`src/hdl/llc_pkg.sv`:
```
package llc_pkg;

    // ~~~~~~~~~~~~~~~~~~~~~~~~~~~~~~~~~~~~~~~~
    // Cache geometry.
    // ~~~~~~~~~~~~~~~~~~~~~~~~~~~~~~~~~~~~~~~~
    localparam int LLC_WAYS  = 8;
    localparam int LLC_SETS  = 16;
    localparam int LLC_TAG_W = 12;

    typedef logic [LLC_TAG_W-1:0]        llc_tag_t;
    typedef logic [$clog2(LLC_SETS)-1:0] llc_set_t;
    typedef logic [$clog2(LLC_WAYS)-1:0] llc_way_t;

    // Line states.
    typedef logic [1:0] llc_state_t;
    localparam llc_state_t LLC_INVALID = 2'd0;
    localparam llc_state_t LLC_VALID   = 2'd1;
    localparam llc_state_t LLC_SD      = 2'd2;
    localparam llc_state_t LLC_SHARED  = 2'd3;

    typedef llc_tag_t   [LLC_WAYS-1:0] llc_set_tags_t;
    typedef llc_state_t [LLC_WAYS-1:0] llc_set_states_t;

    typedef logic [0:0] llc_op_t;
    localparam llc_op_t LLC_OP_LOOKUP = 1'b0;
    localparam llc_op_t LLC_OP_INVAL  = 1'b1;

    // ~~~~~~~~~~~~~~~~~~~~~~~~~~~~~~~~~~~~~~~~
    // Request and response.
    // ~~~~~~~~~~~~~~~~~~~~~~~~~~~~~~~~~~~~~~~~
    typedef struct packed {
        llc_op_t    op;
        llc_set_t   set;
        llc_tag_t   tag;
        llc_state_t fill_state;
    } llc_req_t;

    typedef struct packed {
        llc_way_t   way;
        logic       hit;
        logic       evict;
        llc_tag_t   victim_tag;
        llc_state_t victim_state;
    } llc_resp_t;

    typedef enum logic [1:0] {S_IDLE, S_READ, S_LOOKUP, S_UPDATE} llc_ctrl_state_t;

endpackage
```
`src/hdl/llc_lookup_top.sv`:
```
`timescale 1ns/1ps

module llc_lookup_top (
    input  logic               clk,
    input  logic               rst,
    input  logic               req_valid,
    input  llc_pkg::llc_req_t  req,
    output logic               resp_valid,
    output llc_pkg::llc_resp_t resp
);

    import llc_pkg::*;

    logic            rd_en;
    llc_set_t        rd_set;
    logic            lookup_en;
    llc_tag_t        lookup_tag;
    logic            wr_en;
    llc_set_t        wr_set;
    llc_way_t        wr_way;
    llc_tag_t        wr_tag;
    llc_state_t      wr_state;
    logic            ptr_adv;
    llc_way_t        ptr_next;
    llc_set_tags_t   set_tags;
    llc_set_states_t set_states;
    llc_way_t        evict_ptr;
    llc_way_t        way;
    logic            evict;

    llc_ctrl u_ctrl (
        .clk, .rst, .req_valid, .req,
        .set_tags, .set_states, .way, .evict,
        .rd_en, .rd_set, .lookup_en, .lookup_tag,
        .wr_en, .wr_set, .wr_way, .wr_tag, .wr_state,
        .ptr_adv, .ptr_next, .resp_valid, .resp
    );

    llc_tag_state_array u_array (
        .clk, .rst, .rd_en, .rd_set,
        .wr_en, .wr_set, .wr_way, .wr_tag, .wr_state,
        .set_tags, .set_states
    );

    // The pointer advances in the set that was written.
    llc_evict_ptr u_ptr (
        .clk, .rst, .rd_en, .rd_set,
        .adv(ptr_adv), .adv_set(wr_set), .ptr_next,
        .evict_ptr
    );

    llc_lookup_way u_lookup (
        .clk, .rst, .lookup_en, .tag(lookup_tag),
        .set_tags, .set_states, .evict_ptr,
        .way, .evict
    );

endmodule

```
`src/hdl/llc_ctrl.sv`:
```
`timescale 1ns/1ps

module llc_ctrl (
    input  logic                     clk,
    input  logic                     rst,
    input  logic                     req_valid,
    input  llc_pkg::llc_req_t        req,
    input  llc_pkg::llc_set_tags_t   set_tags,
    input  llc_pkg::llc_set_states_t set_states,
    input  llc_pkg::llc_way_t        way,
    input  logic                     evict,
    output logic                     rd_en,
    output llc_pkg::llc_set_t        rd_set,
    output logic                     lookup_en,
    output llc_pkg::llc_tag_t        lookup_tag,
    output logic                     wr_en,
    output llc_pkg::llc_set_t        wr_set,
    output llc_pkg::llc_way_t        wr_way,
    output llc_pkg::llc_tag_t        wr_tag,
    output llc_pkg::llc_state_t      wr_state,
    output logic                     ptr_adv,
    output llc_pkg::llc_way_t        ptr_next,
    output logic                     resp_valid,
    output llc_pkg::llc_resp_t       resp
);

    import llc_pkg::*;

    llc_ctrl_state_t state;
    llc_req_t        req_q;
    llc_set_tags_t   tags_q;
    llc_set_states_t states_q;
    llc_way_t        way_q;
    llc_state_t      wr_state_q;
    logic            hit_q;
    logic            evict_q;
    logic            wr_q;
    logic            hit_c;
    logic            is_lookup;

    assign is_lookup = (req_q.op == LLC_OP_LOOKUP);
    // A hit is a non-victim way holding the requested tag.
    assign hit_c = !evict && (states_q[way] != LLC_INVALID) && (tags_q[way] == req_q.tag);

    // ~~~~~~~~~~~~~~~~~~~~~~~~~~~~~~~~~~~~~~~~
    // Datapath controls.
    // ~~~~~~~~~~~~~~~~~~~~~~~~~~~~~~~~~~~~~~~~
    assign rd_en      = (state == S_IDLE) && req_valid;
    assign rd_set     = req.set;
    assign lookup_en  = (state == S_READ);
    assign lookup_tag = req_q.tag;
    assign wr_en      = (state == S_UPDATE) && wr_q;
    assign wr_set     = req_q.set;
    assign wr_way     = way_q;
    assign wr_tag     = req_q.tag;
    assign wr_state   = wr_state_q;
    assign ptr_adv    = (state == S_UPDATE) && evict_q;
    assign ptr_next   = way_q + llc_way_t'(1);

    always_ff @(posedge clk) begin
        if (rd_en) begin
            req_q <= req;
        end
        if (state == S_READ) begin
            tags_q   <= set_tags;
            states_q <= set_states;
        end
    end

    // ~~~~~~~~~~~~~~~~~~~~~~~~~~~~~~~~~~~~~~~~
    // Sequencer and response.
    // ~~~~~~~~~~~~~~~~~~~~~~~~~~~~~~~~~~~~~~~~
    always_ff @(posedge clk or negedge rst) begin
        if (!rst) begin
            state      <= S_IDLE;
            way_q      <= '0;
            wr_state_q <= LLC_INVALID;
            hit_q      <= 1'b0;
            evict_q    <= 1'b0;
            wr_q       <= 1'b0;
            resp_valid <= 1'b0;
            resp       <= '0;
        end else begin
            resp_valid <= (state == S_UPDATE);
            case (state)
                S_IDLE: begin
                    if (req_valid) begin
                        state <= S_READ;
                    end
                end
                S_READ: state <= S_LOOKUP;
                S_LOOKUP: begin
                    way_q      <= way;
                    hit_q      <= hit_c;
                    evict_q    <= is_lookup && evict;
                    // Lookups fill on a miss, invalidates clear on a hit.
                    wr_q       <= is_lookup ? !hit_c : hit_c;
                    wr_state_q <= is_lookup ? req_q.fill_state : LLC_INVALID;
                    state      <= S_UPDATE;
                end
                S_UPDATE: begin
                    resp.way          <= way_q;
                    resp.hit          <= hit_q;
                    resp.evict        <= evict_q;
                    resp.victim_tag   <= evict_q ? tags_q[way_q] : '0;
                    resp.victim_state <= evict_q ? states_q[way_q] : LLC_INVALID;
                    state             <= S_IDLE;
                end
                default: state <= S_IDLE;
            endcase
        end
    end

endmodule

```
`src/hdl/llc_lookup_way.sv`:
```
`timescale 1ns/1ps

module llc_lookup_way (
    input  logic                     clk,
    input  logic                     rst,
    input  logic                     lookup_en,
    input  llc_pkg::llc_tag_t        tag,
    input  llc_pkg::llc_set_tags_t   set_tags,
    input  llc_pkg::llc_set_states_t set_states,
    input  llc_pkg::llc_way_t        evict_ptr,
    output llc_pkg::llc_way_t        way,
    output logic                     evict
);

    import llc_pkg::*;

    // Lowest set bit, zero when none.
    function automatic llc_way_t first_one(input logic [LLC_WAYS-1:0] v);
        llc_way_t w;
        w = '0;
        for (int i = LLC_WAYS - 1; i >= 0; i--) begin
            if (v[i]) begin
                w = llc_way_t'(i);
            end
        end
        return w;
    endfunction

    logic [LLC_WAYS-1:0] hit_vec;
    logic [LLC_WAYS-1:0] empty_vec;
    logic [LLC_WAYS-1:0] valid_rot;
    logic [LLC_WAYS-1:0] not_sd_rot;

    // ~~~~~~~~~~~~~~~~~~~~~~~~~~~~~~~~~~~~~~~~
    // Candidate vectors.
    // ~~~~~~~~~~~~~~~~~~~~~~~~~~~~~~~~~~~~~~~~
    always_comb begin
        llc_way_t idx;
        for (int i = 0; i < LLC_WAYS; i++) begin
            hit_vec[i]   = (set_tags[i] == tag) && (set_states[i] != LLC_INVALID);
            empty_vec[i] = (set_states[i] == LLC_INVALID);
            // Bit 0 of the rotated vectors is the pointer way.
            idx = evict_ptr + llc_way_t'(i);
            valid_rot[i]  = (set_states[idx] == LLC_VALID);
            not_sd_rot[i] = (set_states[idx] != LLC_SD);
        end
    end

    llc_way_t way_next;
    logic     evict_next;

    // Hit, then empty, then victim search from the pointer.
    always_comb begin
        if (|hit_vec) begin
            way_next   = first_one(hit_vec);
            evict_next = 1'b0;
        end else if (|empty_vec) begin
            way_next   = first_one(empty_vec);
            evict_next = 1'b0;
        end else if (|valid_rot) begin
            way_next   = evict_ptr + first_one(valid_rot);
            evict_next = 1'b1;
        end else if (|not_sd_rot) begin
            way_next   = evict_ptr + first_one(not_sd_rot);
            evict_next = 1'b1;
        end else begin
            way_next   = evict_ptr;
            evict_next = 1'b1;
        end
    end

    always_ff @(posedge clk or negedge rst) begin
        if (!rst) begin
            way   <= '0;
            evict <= 1'b0;
        end else if (lookup_en) begin
            way   <= way_next;
            evict <= evict_next;
        end
    end

endmodule

```
`src/hdl/llc_evict_ptr.sv`:
```
`timescale 1ns/1ps

module llc_evict_ptr (
    input  logic              clk,
    input  logic              rst,
    input  logic              rd_en,
    input  llc_pkg::llc_set_t rd_set,
    input  logic              adv,
    input  llc_pkg::llc_set_t adv_set,
    input  llc_pkg::llc_way_t ptr_next,
    output llc_pkg::llc_way_t evict_ptr
);

    import llc_pkg::*;

    // One round-robin pointer per set.
    llc_way_t ptr_mem [LLC_SETS];

    always_ff @(posedge clk or negedge rst) begin
        if (!rst) begin
            for (int s = 0; s < LLC_SETS; s++) begin
                ptr_mem[s] <= '0;
            end
            evict_ptr <= '0;
        end else begin
            if (adv) begin
                ptr_mem[adv_set] <= ptr_next;
            end
            if (rd_en) begin
                evict_ptr <= ptr_mem[rd_set];
            end
        end
    end

endmodule

```
`src/hdl/llc_tag_state_array.sv`:
```
`timescale 1ns/1ps

module llc_tag_state_array (
    input  logic                    clk,
    input  logic                    rst,
    input  logic                    rd_en,
    input  llc_pkg::llc_set_t       rd_set,
    input  logic                    wr_en,
    input  llc_pkg::llc_set_t       wr_set,
    input  llc_pkg::llc_way_t       wr_way,
    input  llc_pkg::llc_tag_t       wr_tag,
    input  llc_pkg::llc_state_t     wr_state,
    output llc_pkg::llc_set_tags_t  set_tags,
    output llc_pkg::llc_set_states_t set_states
);

    import llc_pkg::*;

    llc_set_tags_t   tag_mem   [LLC_SETS];
    llc_set_states_t state_mem [LLC_SETS];

    // ~~~~~~~~~~~~~~~~~~~~~~~~~~~~~~~~~~~~~~~~
    // Tag storage.
    // ~~~~~~~~~~~~~~~~~~~~~~~~~~~~~~~~~~~~~~~~
    always_ff @(posedge clk) begin
        if (wr_en) begin
            tag_mem[wr_set][wr_way] <= wr_tag;
        end
        if (rd_en) begin
            set_tags <= tag_mem[rd_set];
        end
    end

    // ~~~~~~~~~~~~~~~~~~~~~~~~~~~~~~~~~~~~~~~~
    // State storage.
    // ~~~~~~~~~~~~~~~~~~~~~~~~~~~~~~~~~~~~~~~~
    always_ff @(posedge clk or negedge rst) begin
        if (!rst) begin
            for (int s = 0; s < LLC_SETS; s++) begin
                state_mem[s] <= {LLC_WAYS{LLC_INVALID}};
            end
            set_states <= {LLC_WAYS{LLC_INVALID}};
        end else begin
            // Only one way of a set changes per write.
            if (wr_en) begin
                state_mem[wr_set][wr_way] <= wr_state;
            end
            if (rd_en) begin
                set_states <= state_mem[rd_set];
            end
        end
    end

endmodule

```
`config.mk`:
```
export PLATFORM = sky130hd
export DESIGN_NAME = llc_lookup_top
export DESIGN_NICKNAME = d
export VERILOG_FILES = /design/src/hdl/llc_pkg.sv /design/src/hdl/llc_lookup_top.sv /design/src/hdl/llc_ctrl.sv /design/src/hdl/llc_lookup_way.sv /design/src/hdl/llc_evict_ptr.sv /design/src/hdl/llc_tag_state_array.sv
export SDC_FILE = /design/constraint.sdc
export NUM_CORES = 2
export LEC_CHECK = 0
export BUFFER_PORTS_ARGS = -buffer_cell sky130_fd_sc_hd__buf_4
export CORE_MARGIN = 3
export CORE_UTILIZATION = 57
export DETAILED_ROUTE_END_ITERATION = 16
export PLACE_DENSITY = 0.76
export SLEW_MARGIN = 20
export SYNTH_ARGS = -nofsm -noshare
export SYNTH_HDL_FRONTEND = slang
export SYNTH_HIERARCHICAL = 1
export SYNTH_SLANG_ARGS = --single-unit
```
`constraint.sdc`:
```
create_clock -name clk -period 4.4 [get_ports clk]
set_input_delay 0.44 -clock clk [delete_from_list [all_inputs] [get_ports clk]]
set_output_delay 0.44 -clock clk [all_outputs]
set_load 0.01 [all_outputs]
```
==> metrics list <==
- List of cells traversed by the critical path: inv_1 > ha_1 > buf_4 > or3b_1 > nand4_1 > nand4_1 > a21oi_1 > o21ai_0 > a21oi_1 > nor2_1 > ha_1 > inv_1 > fa_1 > mux2_4 > mux2i_1 > o211ai_1 > a31oi_1
- STA puts the critical path data arrival time at 4.54 ns.
- Antenna Nets Post-Route: 0
- Flip-flop cell with the highest count after synthesis: sky130_fd_sc_hd__edfxtp_1
- After clock tree synthesis, the clock-pin slew on the worst setup and hold paths is 0.06 ns.
- Number of nets in the layout: between 4k and 5k
- The final hold violation count came to 0.
* Chip height: 394.4 um
- Effective utilization at floorplan: 0.5782
- TritonCTS built the clock tree.
* Post-placement setup slack: 0.6478 ns
- Category of the critical setup timing path: flip-flop to flip-flop
* Count of input and output buffers: 41
- Root buffer cell: sky130_fd_sc_hd__clkbuf_16
- Of the post-synthesis cell area, the dominant cell type holds 0.6157.
- CTS Buf Count: 202
* Number of warning messages in the yosys log: 6
- Number of remaining DRC errors: 0
* Syn nets: 4136
* Max-slew headroom at the worst pin: 0.2542
- The first TritonRoute pass finished after 8 iterations.
- Setup repair after global routing missed its margin: false
* Largest net degree at the start of global routing: between 100 and 150
- Total global-route track usage: 0.2804
* Post-CTS sizing: 0
- Actual transition at the worst max-transition pin: 1.119 ns
* Share of final-layout standard cells stronger than drive strength 1: 0.3405
- Area of the die: around 0.16 mm2
- Distinct cell type count after synthesis: around 80
- Leading cell types by count after synthesis: 1763 x sky130_fd_sc_hd__edfxtp_1, 593 x sky130_fd_sc_hd__mux4_2, 357 x sky130_fd_sc_hd__dfrtp_1
* Final cell utilization of the core: 0.6482
- Number of global-route vias before repair: 44.01k
- Final wirelength: ~220000 um
- Data on the critical path is required at its endpoint by slightly above 5 ns.
- Row count: around 140
- HPWL reported at the end of detailed placement: 128500 um
* Async SR Flop Fraction: 0.1684
- In the post-synthesis netlist, the biggest area contributors are sky130_fd_sc_hd__edfxtp_1 62%, sky130_fd_sc_hd__mux4_2 16%, sky130_fd_sc_hd__dfrtp_1 10%.
- Based on the critical path, the design can be clocked at up to 0.2647 GHz.
- Final period utilization: 0.8587
* Leakage power summed over all cells: about 33 nW
- Post-synth EDFFs: between 1.5k and 2k
- Largest incremental delay on the critical path: 0.48 ns
- Source-to-sink clock delay at the later pin of the worst-skew pair: 0.84 ns
- In this design, the largest share of critical-path delay is due to adder cells.
- 1st-iter DRT viols: 5850
- Counting both buffers and inverters, the worst setup path holds a total of 3.
- The total overflow left after global routing is 0.
- Sort of element at the end of the critical path: flip-flop
- The clock drives 2120 sinks.
- The filler cells instantiated in the layout total 9479.
* Worst vdd rail ir drop: 0.4525 mV
- Synthesis produced slightly above 4k cells.
- Status: finished, final reports clean
* Worst-path maximum fanout: 16
* CTS H-tree lvls: 4
- The number of antenna violations at the first check in global routing was 9.
- Max-cap violations in this run came to 0.
* RePlAce Congestion: between 0.9 and 1
* Setup skew after layout: 0.05507 ns
- Across all layers, the routed design uses between 40k and 50k vias.
* Kind of start point of the critical path: flip-flop
- Avg Vias per Cell: 6.692
* Total I/O pin count: 42
- Compared with the post-synthesis result, the final layout area differs by 12.10%.
- Max-slew violation count: 0
* Max Buffers Root-to-Sink: 3
- Wire length of the first global-routing pass: 316000 um
- The share of the Yosys chip area taken by registers is 0.7196.
* Worst min path class: primary input to async pin
* Cell area power density: 507.0 mW/mm2
- Mapped cell area: 0.08599 mm2
- Tmin final: ~3.8 ns
- WL per Instance: 33.10 um
* Width of the chip: 394.4 um
- After synthesis the netlist holds a flip-flop and latch count of around 2.1k.
- Setup Total Neg Slack: 0 ns
- Setup slack on the critical path of the routed design comes to between 0.6 and 0.7 ns.
- Yosys instantiated no cell more often than sky130_fd_sc_hd__edfxtp_1.
* Number of failing setup endpoints in the final timing report: 0
- A synthesized cell averages around 21 um2.
- Critical Path Slowest Stage Cell: sky130_fd_sc_hd__ha_1
- Top cell type by total area after synthesis: sky130_fd_sc_hd__edfxtp_1
- Area of the core: 0.1487 mm2
-- layout by cell type, fill, tap and decap left out, types with 9 or more instances in the layout --
cell type	Yosys	layout
sky130_fd_sc_hd__a21oi_1	11	11
sky130_fd_sc_hd__a221oi_1	19	19
sky130_fd_sc_hd__a22oi_1	11	11
sky130_fd_sc_hd__buf_12	0	26
sky130_fd_sc_hd__buf_4	66	256
sky130_fd_sc_hd__bufinv_16	0	11
sky130_fd_sc_hd__clkbuf_1	113	37
sky130_fd_sc_hd__clkbuf_16	0	207
sky130_fd_sc_hd__clkbuf_8	0	15
sky130_fd_sc_hd__clkinv_1	0	48
sky130_fd_sc_hd__clkinv_2	0	39
sky130_fd_sc_hd__dfrtp_1	357	351
sky130_fd_sc_hd__dlygate4sd3_1	0	17
sky130_fd_sc_hd__edfxtp_1	1763	1763
sky130_fd_sc_hd__ha_1	10	9
sky130_fd_sc_hd__inv_1	55	55
sky130_fd_sc_hd__mux2_2	309	309
sky130_fd_sc_hd__mux2i_1	90	90
sky130_fd_sc_hd__mux4_1	9	9
sky130_fd_sc_hd__mux4_2	593	593
sky130_fd_sc_hd__nand2_1	19	19
sky130_fd_sc_hd__nand3_1	42	42
sky130_fd_sc_hd__nand3b_1	22	22
sky130_fd_sc_hd__nand4_1	45	45
sky130_fd_sc_hd__nor2_1	124	124
sky130_fd_sc_hd__nor2b_1	12	12
sky130_fd_sc_hd__nor3_1	18	11
sky130_fd_sc_hd__nor4_1	20	19
sky130_fd_sc_hd__o21ai_0	12	12
sky130_fd_sc_hd__o22ai_1	32	32
sky130_fd_sc_hd__or3b_1	16	16
sky130_fd_sc_hd__xnor2_1	54	54
sky130_fd_sc_hd__xor2_1	60	60
-- cell families after synthesis --
logic type / count (synthesis) / share of synthesized area
AOI/OAI and AO/OA: 114 / 0.009342
xor gates and xnor gates: 114 / 0.01161
adders and majority gates: 12 / 0.001921
buffers and inverters: 335 / 0.02008
DFF: 2120 / 0.7196
muxes: 1008 / 0.2101
and+or+nand+nor: 399 / 0.02736
-- final timing paths --
| path | start | to | slack (ns) | cells past startpoint |
|---|---|---|---|---|
| max in group asynchronous | rst | u_array/state_mem[244] | 3.09 | 3 |
| hold / removal | rst | u_ptr/ptr_mem[4] | 0.28 | 2 |
| setup / recovery | u_ptr/evict_ptr[0] | u_lookup/way[1] | 0.62 | 17 |
| setup reg to reg | u_ptr/evict_ptr[0] | u_lookup/way[1] | 0.62 | 17 |
| min in group clk | req[14] | u_ctrl/wr_set[0] | 0.29 | 1 |
| hold reg to reg | u_array/set_tags[19] | u_ctrl/tags_q[19] | 0.47 | 0 |
-- per-stage QoR --
| step | cell area (um2) | total power [mW] | instances | hold WS (ns) |
|---|---|---|---|---|
| detailed placement | 89640 | 31.93 | 6113 | 0.4644 |
| finish | 96400 | 48.88 | 6511 | 0.2839 |
| CTS | 96400 | 48.94 | 6510 | 0.2116 |
| global placement | 89620 | 31.78 | 6112 | 0.4581 |
| global route | 96400 | 50.36 | 6510 | 0.2535 |
| floorplan | 85990 | 29.12 | 4102 | 0.1444 |
-- registers in the layout (all words and copies together), names as in the netlist, 2 cells and up --
name and cells:
u_lookup/way 3, u_ptr/ptr_mem 48, u_ptr/evict_ptr 3, u_ctrl/resp 19, u_array/set_tags 96, u_array/state_mem 256, u_ctrl/states_q 16, u_array/tag_mem 1536
u_ctrl/wr_way 3, u_ctrl/state 2, u_array/set_states 16, u_ctrl/wr_set 4, u_ctrl/lookup_tag 12, u_ctrl/wr_state 2, u_ctrl/tags_q 96, u_ctrl/req_q 3
-- worst register-to-register path, stage by stage (launching register included) --
cell and delay, ns:
sky130_fd_sc_hd__dfrtp_1 0.34, sky130_fd_sc_hd__inv_1 0.06, sky130_fd_sc_hd__ha_1 0.48, sky130_fd_sc_hd__buf_4 0.28, sky130_fd_sc_hd__or3b_1 0.41, sky130_fd_sc_hd__nand4_1 0.11, sky130_fd_sc_hd__nand4_1 0.23, sky130_fd_sc_hd__a21oi_1 0.18
sky130_fd_sc_hd__o21ai_0 0.09, sky130_fd_sc_hd__a21oi_1 0.16, sky130_fd_sc_hd__nor2_1 0.06, sky130_fd_sc_hd__ha_1 0.18, sky130_fd_sc_hd__inv_1 0.06, sky130_fd_sc_hd__fa_1 0.40, sky130_fd_sc_hd__mux2_4 0.26, sky130_fd_sc_hd__mux2i_1 0.13
sky130_fd_sc_hd__o211ai_1 0.11, sky130_fd_sc_hd__a31oi_1 0.18
-- what timing repair did --
| item | CTS | global route |
|---|---|---|
| buffers inserted | 0 | 0 |
| hold buffers | 17 | 0 |
| hold endpoints to repair | 118 | 0 |
| setup endpoints to repair | 0 | 0 |
-- final cells by class --
cell class	instances	area (um2)	share of cell area
flip-flops and latches	2120	61890	0.6420
multi-input cells	1647	22510	0.2335
clock buffers	259	5525	0.05732
repair buffers	305	2699	0.02800
well taps	2002	2505	0.02599
clock inverters	121	1064	0.01103
inverters	56	210.2	0.002181
diodes	1	2.502	0.00002596
-- where the power goes --
group	switching, mW	leakage (nW)	internal, mW
clock	7.54	3.23	9.57
combinational	4.19	9.36	2.73
sequential	1.42	20.8	23.4
total	13.1	33.4	35.7
-- routing by layer --
layer / global-route usage / part of all wire / wire length, um / up-vias
li1: - / - / - / 17310
met1: 0.4131 / 0.40 / 85760 / 23420
met2: 0.4362 / 0.48 / 103000 / 2482
met3: 0.05414 / 0.095 / 20470 / 361
met4: 0.08016 / 0.029 / 6226 / 2
met5: 0 / 0.000088 / 19 / -
No activity file was read; power rests on OpenSTA's default activity.
